**config.mk**
```make
export PLATFORM = sky130hd
export DESIGN_NAME = gsau_top
export DESIGN_NICKNAME = d
export VERILOG_FILES = /design/src/design/sa_cfg_pkg.sv /design/src/design/gsau_cmd_pkg.sv /design/src/design/gsau_ifs.sv /design/src/design/gsau_issue.sv /design/src/design/systolic_array.sv /design/src/design/gsau_tag_fifo.sv /design/src/design/gsau_writeback.sv /design/src/design/gsau_top.sv
export SDC_FILE = /design/constraint.sdc
export NUM_CORES = 2
export LEC_CHECK = 0
export CAP_MARGIN = 20
export CORE_MARGIN = 5
export CORE_UTILIZATION = 55
export CTS_BUF_LIST = sky130_fd_sc_hd__clkbuf_8 sky130_fd_sc_hd__clkbuf_16
export DETAILED_ROUTE_END_ITERATION = 8
export DONT_BUFFER_PORTS = 1
export GPL_TIMING_DRIVEN = 0
export PLACE_DENSITY = 0.7
export SLEW_MARGIN = 20
export SYNTH_ARGS = -nofsm -noshare
export SYNTH_HDL_FRONTEND = slang
export SYNTH_SLANG_ARGS = --single-unit
```
**constraint.sdc**
```tcl
create_clock -name CLK -period 25.8 [get_ports CLK]
set_input_delay 5.16 -clock CLK [delete_from_list [all_inputs] [get_ports CLK]]
set_output_delay 5.16 -clock CLK [all_outputs]
set_load 0.1 [all_outputs]
```
**src/design/sa_cfg_pkg.sv**
```systemverilog
package sa_cfg_pkg;

  // array geometry
  // lanes across, and one accumulate stage per lane going down
  localparam int LANES = 4;

  // activation and weight element width, unsigned
  localparam int ELEM_W = 8;

  // partial sum width
  // all sums wrap modulo 2^PSUM_W
  localparam int PSUM_W = 16;

  // one vector register worth of 8-bit elements
  // element i sits at [i], lane 0 in the low byte
  typedef logic [LANES-1:0][ELEM_W-1:0] act_vec_t;

  // one vector register worth of 16-bit partial sums
  // lane j sits at [j], lane 0 in the low half-word
  typedef logic [LANES-1:0][PSUM_W-1:0] psum_vec_t;

endpackage

```
**src/design/gsau_cmd_pkg.sv**
```systemverilog
package gsau_cmd_pkg;

  // destination register tag width
  // matches the scoreboard vdst field
  localparam int TAG_W = 8;

  // tag fifo entries
  // must stay above the LANES+1 results that can be
  // between issue and the writeback register
  localparam int TAG_DEPTH = 8;

  // destination tag of one compute command
  typedef logic [TAG_W-1:0] tag_t;

endpackage

```
**src/design/gsau_ifs.sv**
```systemverilog
// issue side into the systolic array
interface sa_feed_if;
  // activations, or the new top weight row
  sa_cfg_pkg::act_vec_t  data;
  // incoming partial sums of a compute item
  sa_cfg_pkg::psum_vec_t partials;
  // one compute item enters this cycle
  logic                  input_en;
  // shift data into the weight rows this cycle
  logic                  weight_en;
  // pipeline advances on the next edge
  logic                  can_accept;

  modport issue (
    output data, partials, input_en, weight_en,
    input  can_accept
  );

  modport array (
    input  data, partials, input_en, weight_en,
    output can_accept
  );
endinterface

// destination tag fifo, pushed by issue and popped by writeback
interface tag_if;
  logic               push;
  gsau_cmd_pkg::tag_t push_tag;
  logic               pop;
  logic               full;
  logic               empty;
  // oldest tag, valid when not empty
  gsau_cmd_pkg::tag_t head_tag;

  modport pusher (output push, push_tag, input full, empty);
  modport popper (output pop, input head_tag);
  modport fifo (input push, push_tag, pop, output full, empty, head_tag);
endinterface

// last array stage into the writeback register
interface sa_result_if;
  sa_cfg_pkg::psum_vec_t psum;
  logic                  out_valid;
  // transfer happens on an edge with out_valid and out_ready both high
  logic                  out_ready;

  modport array (output psum, out_valid, input out_ready);
  modport sink (input psum, out_valid, output out_ready);
endinterface

```
**src/design/gsau_issue.sv**
```systemverilog
module gsau_issue (
  // scoreboard side
  input  logic                  i_sb_valid,
  input  logic                  i_sb_weight,
  input  gsau_cmd_pkg::tag_t    i_sb_vdst,
  // vector register file side
  input  logic                  i_veg_valid,
  input  sa_cfg_pkg::act_vec_t  i_veg_vs1,
  input  sa_cfg_pkg::psum_vec_t i_veg_vs2,
  // ready back to scoreboard and register file
  output logic                  o_sb_ready,
  // array feed and tag push
  sa_feed_if.issue              feed,
  tag_if.pusher                 tags
);

  logic accept;

  // ready level
  // compute needs a moving pipeline and a free tag slot
  // weight load also waits until nothing is in the array,
  // an empty tag fifo means no compute is still in flight
  always_comb begin
    o_sb_ready = feed.can_accept && !tags.full;
    if (i_sb_weight) begin
      o_sb_ready = o_sb_ready && tags.empty;
    end
  end

  // both sources valid plus our ready
  assign accept = i_sb_valid && i_veg_valid && o_sb_ready;

  // vs1 goes out as weights or activations
  assign feed.data     = i_veg_vs1;
  // vs2 only matters for compute items
  assign feed.partials = i_veg_vs2;

  // one-cycle strobes in the acceptance cycle
  assign feed.weight_en = accept && i_sb_weight;
  assign feed.input_en  = accept && !i_sb_weight;

  // tag goes in together with the compute item
  assign tags.push     = accept && !i_sb_weight;
  assign tags.push_tag = i_sb_vdst;

endmodule

```
**src/design/systolic_array.sv**
```systemverilog
module systolic_array (
  input  logic       CLK,
  input  logic       i_reset,
  sa_feed_if.array   feed,
  sa_result_if.array res
);

  // weight rows, row 0 is the most recently loaded
  sa_cfg_pkg::act_vec_t  weight_row [sa_cfg_pkg::LANES];

  // stage 0 holds the raw item, stage LANES is the output stage
  logic                  stage_valid [sa_cfg_pkg::LANES+1];
  sa_cfg_pkg::psum_vec_t stage_psum  [sa_cfg_pkg::LANES+1];
  // activations only needed up to the last accumulate stage
  sa_cfg_pkg::act_vec_t  stage_act   [sa_cfg_pkg::LANES];

  // sums leaving each accumulate stage
  sa_cfg_pkg::psum_vec_t stage_sum   [sa_cfg_pkg::LANES];

  // whole pipeline freezes while a finished result is blocked
  assign feed.can_accept = !stage_valid[sa_cfg_pkg::LANES] || res.out_ready;

  // weight row shift
  // new row enters on top, oldest row falls off the bottom
  always_ff @(posedge CLK) begin
    if (i_reset) begin
      for (int i = 0; i < sa_cfg_pkg::LANES; i++) begin
        weight_row[i] <= '0;
      end
    end else if (feed.weight_en) begin
      weight_row[0] <= feed.data;
      for (int i = 1; i < sa_cfg_pkg::LANES; i++) begin
        weight_row[i] <= weight_row[i-1];
      end
    end
  end

  // accumulate step of stage i
  // lane j gains act element i times row i element j
  // product widens to PSUM_W from the assignment context, sum wraps
  always_comb begin
    for (int i = 0; i < sa_cfg_pkg::LANES; i++) begin
      for (int j = 0; j < sa_cfg_pkg::LANES; j++) begin
        stage_sum[i][j] = stage_psum[i][j] + stage_act[i][i] * weight_row[i][j];
      end
    end
  end

  // stage valid bits
  always_ff @(posedge CLK) begin
    if (i_reset) begin
      for (int i = 0; i <= sa_cfg_pkg::LANES; i++) begin
        stage_valid[i] <= 1'b0;
      end
    end else if (feed.can_accept) begin
      // bubble enters when no item is offered
      stage_valid[0] <= feed.input_en;
      for (int i = 0; i < sa_cfg_pkg::LANES; i++) begin
        stage_valid[i+1] <= stage_valid[i];
      end
    end
  end

  // stage payload, moves in lockstep with the valid bits
  always_ff @(posedge CLK) begin
    if (feed.can_accept) begin
      stage_act[0]  <= feed.data;
      stage_psum[0] <= feed.partials;
      for (int i = 0; i < sa_cfg_pkg::LANES - 1; i++) begin
        stage_act[i+1] <= stage_act[i];
      end
      for (int i = 0; i < sa_cfg_pkg::LANES; i++) begin
        stage_psum[i+1] <= stage_sum[i];
      end
    end
  end

  // output stage
  // valid LANES edges after entry
  assign res.psum      = stage_psum[sa_cfg_pkg::LANES];
  assign res.out_valid = stage_valid[sa_cfg_pkg::LANES];

endmodule

```
**src/design/gsau_tag_fifo.sv**
```systemverilog
module gsau_tag_fifo (
  input  logic CLK,
  input  logic i_reset,
  tag_if.fifo  tags
);

  // tag storage, circular
  gsau_cmd_pkg::tag_t mem [gsau_cmd_pkg::TAG_DEPTH];

  logic [$clog2(gsau_cmd_pkg::TAG_DEPTH)-1:0] wr_ptr;
  logic [$clog2(gsau_cmd_pkg::TAG_DEPTH)-1:0] rd_ptr;
  // one extra bit so a full fifo can be counted
  logic [$clog2(gsau_cmd_pkg::TAG_DEPTH):0]   count;

  logic push_ok;
  logic pop_ok;

  // overflow and underflow are dropped here
  assign push_ok = tags.push && !tags.full;
  assign pop_ok  = tags.pop && !tags.empty;

  assign tags.full     = (int'(count) == gsau_cmd_pkg::TAG_DEPTH);
  assign tags.empty    = (count == '0);
  assign tags.head_tag = mem[rd_ptr];

  // tag write
  always_ff @(posedge CLK) begin
    if (push_ok) begin
      mem[wr_ptr] <= tags.push_tag;
    end
  end

  // pointers and fill level
  always_ff @(posedge CLK) begin
    if (i_reset) begin
      wr_ptr <= '0;
      rd_ptr <= '0;
      count  <= '0;
    end else begin
      if (push_ok) begin
        // wrap at depth
        wr_ptr <= (int'(wr_ptr) == gsau_cmd_pkg::TAG_DEPTH - 1) ? '0 : wr_ptr + 1'b1;
      end
      if (pop_ok) begin
        rd_ptr <= (int'(rd_ptr) == gsau_cmd_pkg::TAG_DEPTH - 1) ? '0 : rd_ptr + 1'b1;
      end
      // same-edge push and pop leaves the level alone
      if (push_ok && !pop_ok) begin
        count <= count + 1'b1;
      end else if (pop_ok && !push_ok) begin
        count <= count - 1'b1;
      end
    end
  end

endmodule

```
**src/design/gsau_writeback.sv**
```systemverilog
module gsau_writeback (
  input  logic                   CLK,
  input  logic                   i_reset,
  sa_result_if.sink              res,
  tag_if.popper                  tags,
  // writeback buffer side
  input  logic                   i_wb_ready,
  output logic                   o_wb_valid,
  output sa_cfg_pkg::psum_vec_t  o_wb_psum,
  output gsau_cmd_pkg::tag_t     o_wb_dst
);

  logic take;

  // room when empty or when the held result leaves this edge
  assign res.out_ready = !o_wb_valid || i_wb_ready;
  assign take          = res.out_valid && res.out_ready;

  // results leave the array in issue order,
  // so the head tag always belongs to the arriving result
  assign tags.pop = take;

  // output register valid
  always_ff @(posedge CLK) begin
    if (i_reset) begin
      o_wb_valid <= 1'b0;
    end else if (take) begin
      o_wb_valid <= 1'b1;
    end else if (i_wb_ready) begin
      o_wb_valid <= 1'b0;
    end
  end

  // payload only changes on a transfer, stable under back-pressure
  always_ff @(posedge CLK) begin
    if (take) begin
      o_wb_psum <= res.psum;
      o_wb_dst  <= tags.head_tag;
    end
  end

endmodule

```
**src/design/gsau_top.sv**
```systemverilog
module gsau_top (
  input  logic                  CLK,
  input  logic                  i_reset,
  // scoreboard
  input  logic                  i_sb_valid,
  input  logic                  i_sb_weight,
  input  gsau_cmd_pkg::tag_t    i_sb_vdst,
  // vector register file
  input  logic                  i_veg_valid,
  input  sa_cfg_pkg::act_vec_t  i_veg_vs1,
  input  sa_cfg_pkg::psum_vec_t i_veg_vs2,
  // shared ready for scoreboard and register file
  output logic                  o_sb_ready,
  // writeback buffer
  input  logic                  i_wb_ready,
  output logic                  o_wb_valid,
  output sa_cfg_pkg::psum_vec_t o_wb_psum,
  output gsau_cmd_pkg::tag_t    o_wb_dst
);

  // internal links
  sa_feed_if   feed_if ();
  tag_if       tag_bus ();
  sa_result_if result_if ();

  // command decode and ready
  gsau_issue u_gsau_issue (
    .i_sb_valid  (i_sb_valid),
    .i_sb_weight (i_sb_weight),
    .i_sb_vdst   (i_sb_vdst),
    .i_veg_valid (i_veg_valid),
    .i_veg_vs1   (i_veg_vs1),
    .i_veg_vs2   (i_veg_vs2),
    .o_sb_ready  (o_sb_ready),
    .feed        (feed_if.issue),
    .tags        (tag_bus.pusher)
  );

  // weight rows and accumulate pipeline
  systolic_array u_systolic_array (
    .CLK     (CLK),
    .i_reset (i_reset),
    .feed    (feed_if.array),
    .res     (result_if.array)
  );

  // destination tags in flight
  gsau_tag_fifo u_gsau_tag_fifo (
    .CLK     (CLK),
    .i_reset (i_reset),
    .tags    (tag_bus.fifo)
  );

  // result plus tag toward the writeback buffer
  gsau_writeback u_gsau_writeback (
    .CLK        (CLK),
    .i_reset    (i_reset),
    .res        (result_if.sink),
    .tags       (tag_bus.popper),
    .i_wb_ready (i_wb_ready),
    .o_wb_valid (o_wb_valid),
    .o_wb_psum  (o_wb_psum),
    .o_wb_dst   (o_wb_dst)
  );

endmodule

```
---- Word level (Yosys, flattened, before mapping) ----
Memories as Yosys holds them, arrays and structs flattened. A register that Yosys moved wholly into a read port is not among the register bits.
Cells that the tools add are included.
word-level totals
  bits in registers ....................... 11
  bits in writable memories ............... 645
  output and inout bits ................... 74
  logic and storage cells ................. 107
  memories ................................ 5
operators by class
  $add $sub $neg .......................... 20
  multipliers ............................. 16
  eq/ne operators ......................... 3
  multiplexer cells ....................... 27
  bitwise logic cells ..................... 9
  reductions and logical operators ........ 23
memories
  memory                        depth  bits a word  read ports  clocked after memory_dff  write ports  line                  text
  u_systolic_array.stage_psum   5      64           5           1                         5            systolic_array.sv:13  sa_cfg_pkg::psum_vec_t stage_psum [sa_cfg_pkg::LANES+1];
  u_systolic_array.stage_act    4      32           4           0                         4            systolic_array.sv:15  sa_cfg_pkg::act_vec_t stage_act [sa_cfg_pkg::LANES];
  u_systolic_array.weight_row   4      32           4           0                         4            systolic_array.sv:9   sa_cfg_pkg::act_vec_t weight_row [sa_cfg_pkg::LANES];
  u_gsau_tag_fifo.mem           8      8            1           1                         1            gsau_tag_fifo.sv:8    gsau_cmd_pkg::tag_t mem [gsau_cmd_pkg::TAG_DEPTH];
  u_systolic_array.stage_valid  5      1            5           0                         5            systolic_array.sv:12  logic stage_valid [sa_cfg_pkg::LANES+1];
operators by type and width
  operator                                                            number
  16-bit adder                                                        16
  8-bit by 8-bit multiplier with 16-bit output                        16
  32-bit 2-to-1 mux                                                   4
  1-bit 2-to-1 mux                                                    19
  1-bit logical AND                                                   11
  1-bit bitwise OR                                                    9
  4-bit 2-to-1 mux                                                    2
  1-bit logical NOT                                                   7
  3-bit by 1-bit adder with 3-bit output, second input constant       2
  3-bit by 1-bit == test with 1-bit output, second input constant     2
  3-bit 2-to-1 mux                                                    2
  4-bit by 1-bit adder with 4-bit output, second input constant       1
  4-bit == test, second input constant                                1
  4-bit logical NOT                                                   1
  2-bit nonzero test                                                  2
  4-bit by 1-bit subtractor with 4-bit output, second input constant  1
  1-bit logical OR                                                    2

---- Logic depth before layout (Yosys ltp) ----
  word-level depth ........................ 13
  depth in mapped cells ................... 18
  mapped depth without buffers ............ 17

---- Modules after synthesis ----
A second synthesis with hierarchy kept.
second synthesis, totals
  cells, all modules ...................... 6039
  area total of the unflattened synthesis .. 63694.8 um2
by module, submodules not included
  module          times used  cells an instance  area an instance (um2)  seq. area each (um2)
  systolic_array  1           5682               57476.4                 16005.4
  gsau_tag_fifo   1           169                3159.3                  2182.1
  gsau_writeback  1           77                 2217.1                  2182.1
  gsau_issue      1           111                842.1                   0.0

---- Least setup slack after synthesis ----
Ideal clock, no wire load.
  path kind ............................... in2out
  start point ............................. input i_wb_ready
  end point ............................... output o_sb_ready
  data arrival time ....................... 17.396 ns
  required time ........................... 20.640 ns
  path slack .............................. 3.244 ns
  stages on the path ...................... 3
  buffers on the path ..................... 0
  path through ............................ nand3b_1 o21ai_1 a21oi_1
on the way
  cells in the longest elaborated chain, start to end .. 5
ends and longest elaborated chain
  what                   line                  text
  from (decl)            gsau_top.sv:15        input logic i_wb_ready,
  1-bit logical OR (*)   gsau_writeback.sv:16  assign res.out_ready = !o_wb_valid || i_wb_ready;
  1-bit logical OR (*)   systolic_array.sv:21  assign feed.can_accept = !stage_valid[sa_cfg_pkg::LANES] || res.out_ready;
  1-bit logical AND (*)  gsau_issue.sv:24      o_sb_ready = feed.can_accept && !tags.full;
  1-bit logical AND      gsau_issue.sv:26      o_sb_ready = o_sb_ready && tags.empty;
  1-bit 2-to-1 mux (*)   gsau_issue.sv:25      if (i_sb_weight) begin
  to (decl)              gsau_top.sv:13        output logic o_sb_ready,
Mark *: on every way between the ends. The rest lies on a longest branch, timed or not.

---- Worst setup path after layout ----
Same ends and word-level chain as after synthesis.

==> run_results.csv <==
group,metric,value,unit
outcome,status,"finished, final reports clean",
sta,fin_ws,14.18,ns
final_layout,final_util,0.5986,
clock_network,cts_setup_buffers,0,
placed_design,dpl_cell_area,64630,sq um
clock_network,cts.sinks,680,
floorplan,core-area,112500,sq um
sta,hold_violations,0,
setup_path,cp_data_required_time,20.64,ns
setup_path,path_class,"input pin to output pin",
sta,setup_viol,0,
power_and_ir_drop,pwr-share-comb,0.586,
logic_synthesis,synth_edf_count,669,
routing,drtIter0Drc,2597,
floorplan,fp.dieH,346.4,um
global_route,grt.met2_usage,0.4103,
logic_synthesis,seq_area_frac_synth,0.3263,
logic_synthesis,synth_cell_types,65,
logic_synthesis,avgSynthCellArea,10.61,sq um
floorplan,fp.dieW,346.4,um
logic_synthesis,syn_inst,5868,
setup_path,cp-start-kind,"input pin",
global_route,grt_pass1_vias,40900,
power_and_ir_drop,cellLeakagePower,0.03247,uW
clock_network,clkLatencyLatePin,0.68,ns
setup_path,critical_path.endpoint_type,"output pin",
placed_design,hpwl,112800,um
sta,slew_headroom,0.3367,
global_route,grt.met3_usage,0.03707,
placed_design,pre_cts_ws,14.17,ns
floorplan,start_util,0.5532,
setup_path,path_max_fanout,11,
global_route,grt.total_usage,0.2383,
placed_design,numPortBuffers,0,
sta,period_share,0.4503,
routing,drt-pass1-iter-count,6,
logic_synthesis,synth_warnings,0,
logic_synthesis,syn_area,62230,sq um
setup_path,crit_arrival,6.46,ns
logic_synthesis,yosys.area.top_type,"edfxtp_1",
routing,finalWirelength,140200,um
global_route,grt_pass1_wl,223600,um
clock_network,htreeDepth,3,
power_and_ir_drop,p_clk_frac,0.159,
global_route,grt-ovfl-total,0,
logic_synthesis,synthArstFlopShare,0,
power_and_ir_drop,internal-power,4193,uW
sta,setup-tns-final,0,ns
floorplan,num_rows,123,
clock_network,cts_tree,"done",
clock_network,cts_max_path_buffers,3,
final_layout,nets,7460,
sta,finClkSkew,0.03399,ns
global_route,antenna_found_initial,10,
clock_network,clock-root-buffer,"clkbuf_16",
power_and_ir_drop,worst_ir_drop_vdd,69.33,uV
flow_run,cap_violations,0,
power_and_ir_drop,p_sw,3025,uW
final_layout,n_fill_cell,9181,
logic_synthesis,netlist.area_leader.share,0.3228,
clock_network,cts-resized-gates,0,
routing,vias_per_cell,5.149,
power_and_ir_drop,powerDensity,107.2,nW/um^2
sta,max_clock_freq,86.08,MHz
floorplan,ios,184,
routing,via_count,38930,
placed_design,gp_congestion,0.8768,
logic_synthesis,synthTopCellsByArea,"edfxtp_1 (32%), fa_1 (26%), ha_1 (11%)",
final_layout,drive_gt1_frac,0.03789,
sta,whs,0.4017,ns
logic_synthesis,syn_nets,7346,
final_layout,area_delta_synth_final,8.209,%
global_route,busiest_layer,"met2",
sta,finalCriticalPeriod,11.62,ns
logic_synthesis,synth_seq_cells,680,
power_and_ir_drop,power.switching_fraction,0.4191,
routing,ant_nets,0,
sta,finalMaxSlewViolations,0,
power_and_ir_drop,p_seq_frac,0.255,
global_route,grt.met1_usage,0.3039,
worst_hold_path,hp-class,"flop to flop",
routing,drc,0,
final_layout,final_area,67340,sq um
routing,wire_per_inst,18.53,um
clock_network,cts_buffers,79,
floorplan,floorplan.die_area,120000,sq um
logic_synthesis,ys.flop_type,"edfxtp_1",
sta,rsz0062_at_grt,"no",
global_route,grt_max_degree,61,
clock_network,path_clk_slew,0.06,ns
sta,max_slew.worst_pin.slew,0.9936,ns
clock_network,postCtsHoldBufs,0,
-- power by group through the flow --
stage / clock [uW] / sequential, uW / combinational [uW]
after floorplan: 0 / 1790 / 3290
after global placement: 0 / 1860 / 4070
after detailed placement: 0 / 1860 / 4190
after CTS: 1180 / 1840 / 4240
after global routing: 1220 / 1860 / 4870
final: 1150 / 1840 / 4230
-- flip-flops by register name (all words and copies together), names as in the netlist --
signal and flops:
u_gsau_tag_fifo.wr_ptr 3, u_systolic_array.stage_act 80, u_systolic_array.stage_psum 320, u_gsau_writeback.o_wb_dst 8, u_gsau_tag_fifo.count 4, u_gsau_tag_fifo.mem 64, u_systolic_array.stage_valid 5, u_gsau_writeback.o_wb_psum 64
u_gsau_writeback.o_wb_valid 1, u_gsau_tag_fifo.rd_ptr 3, u_systolic_array.weight_row 128
-- stage by stage --
step	std cells	total power, uW
floorplan	5868	5075
global placement	7368	5923
detailed placement	7401	6054
CTS	7544	7261
global route	7549	7948
finish	7562	7219
-- final cells by class --
| type | count | area [sq um] | area share |
|---|---|---|---|
| sequential | 680 | 20310 | 0.3016 |
| clock buffer | 80 | 2002 | 0.02973 |
| inverter | 1578 | 5923 | 0.08796 |
| multi-input combinational | 3458 | 35470 | 0.5266 |
| timing repair buffer | 33 | 466.7 | 0.006930 |
| antenna | 18 | 45.04 | 0.0006689 |
| clock inverter | 63 | 663.1 | 0.009847 |
| tap | 1500 | 1877 | 0.02787 |
| buffer | 152 | 591.8 | 0.008788 |
-- placed cells by master (no fill, tap or decap), types with 11 or more instances in the layout --
cell       count
inv_1       1589
fa_1         801
edfxtp_1     669
and2_1       652
ha_1         567
nand2_1      557
xnor2_1      170
a21oi_1      134
clkbuf_1     125
nor2_1       102
clkbuf_16     80
o21ai_0       68
a21o_1        45
nor2b_1       44
xor2_1        44
nand3_1       24
o21a_1        22
nor3_1        19
diode_2       18
buf_2         17
buf_6         17
mux4_2        16
or3_1         15
a31oi_1       13
nand2b_1      12
clkinv_2      12
buf_8         12
nand3b_1      11
a211oi_1      11
dfxtp_1       11
-- synthesized netlist by cell type, drive strengths merged (3+ instances only) --
cell type,count
a211oi,11
o22ai,6
o21a,22
o311ai,3
a31oi,13
mux4,16
xor2,44
edfxtp,669
a21oi,135
nand2,557
and3,4
o21bai,10
nor2b,44
ha,567
a21o,45
nand3,24
mux2,8
mux2i,3
buf,27
inv,1578
nor3b,5
a41o,3
or2,5
o31ai,5
o41ai,3
and2,653
o31a,7
o211ai,10
nand2b,12
fa,801
nand3b,11
xnor2,170
nor4,7
a31o,9
nor2,102
a21boi,4
nand4,4
clkbuf,125
o21ai,75
or3,16
nor3,21
dfxtp,11
-- layer usage --
layer / vias to the layer above / wire [um] / share of wire
met5: - / 0 / 0
met4: 0 / 6596 / 0.047
met3: 280 / 7549 / 0.054
met2: 1066 / 68740 / 0.49
met1: 19400 / 57270 / 0.41
li1: 18190 / - / -
-- logic make-up (layout without fill, tap and decap cells) --
family,after synthesis,count (layout),synth area share
DFF,680,680,0.3263
adders and majority gates,1368,1368,0.3717
muxes,27,27,0.007720
other,0,18,0
and+or+nand+nor,1468,1468,0.1208
buffers and inverters,1730,1906,0.1047
AOI/OAI and AO/OA,381,381,0.03868
xor gates and xnor gates,214,214,0.03012
-- path summary, 6_finish.rpt --
path / from / endpoint / slack [ns] / depth (start not counted)
hold / removal: u_systolic_array.stage_act[2][30]$_DFFE_PN_ / u_systolic_array.stage_act[3][30]$_DFFE_PN_ / 0.40 / 0
setup / recovery: i_wb_ready / o_sb_ready / 14.18 / 3
hold reg to reg: u_systolic_array.stage_act[2][30]$_DFFE_PN_ / u_systolic_array.stage_act[3][30]$_DFFE_PN_ / 0.40 / 0
setup reg to reg: u_systolic_array.stage_act[1][15]$_DFFE_PN_ / u_systolic_array.stage_psum[2][15]$_DFFE_PN_ / 20.21 / 14
-- critical path, stage by stage --
cell and delay, ns:
nand3b_1 0.43, o21ai_1 0.23, a21oi_4 0.63
Power figures use the tool's default switching activity.
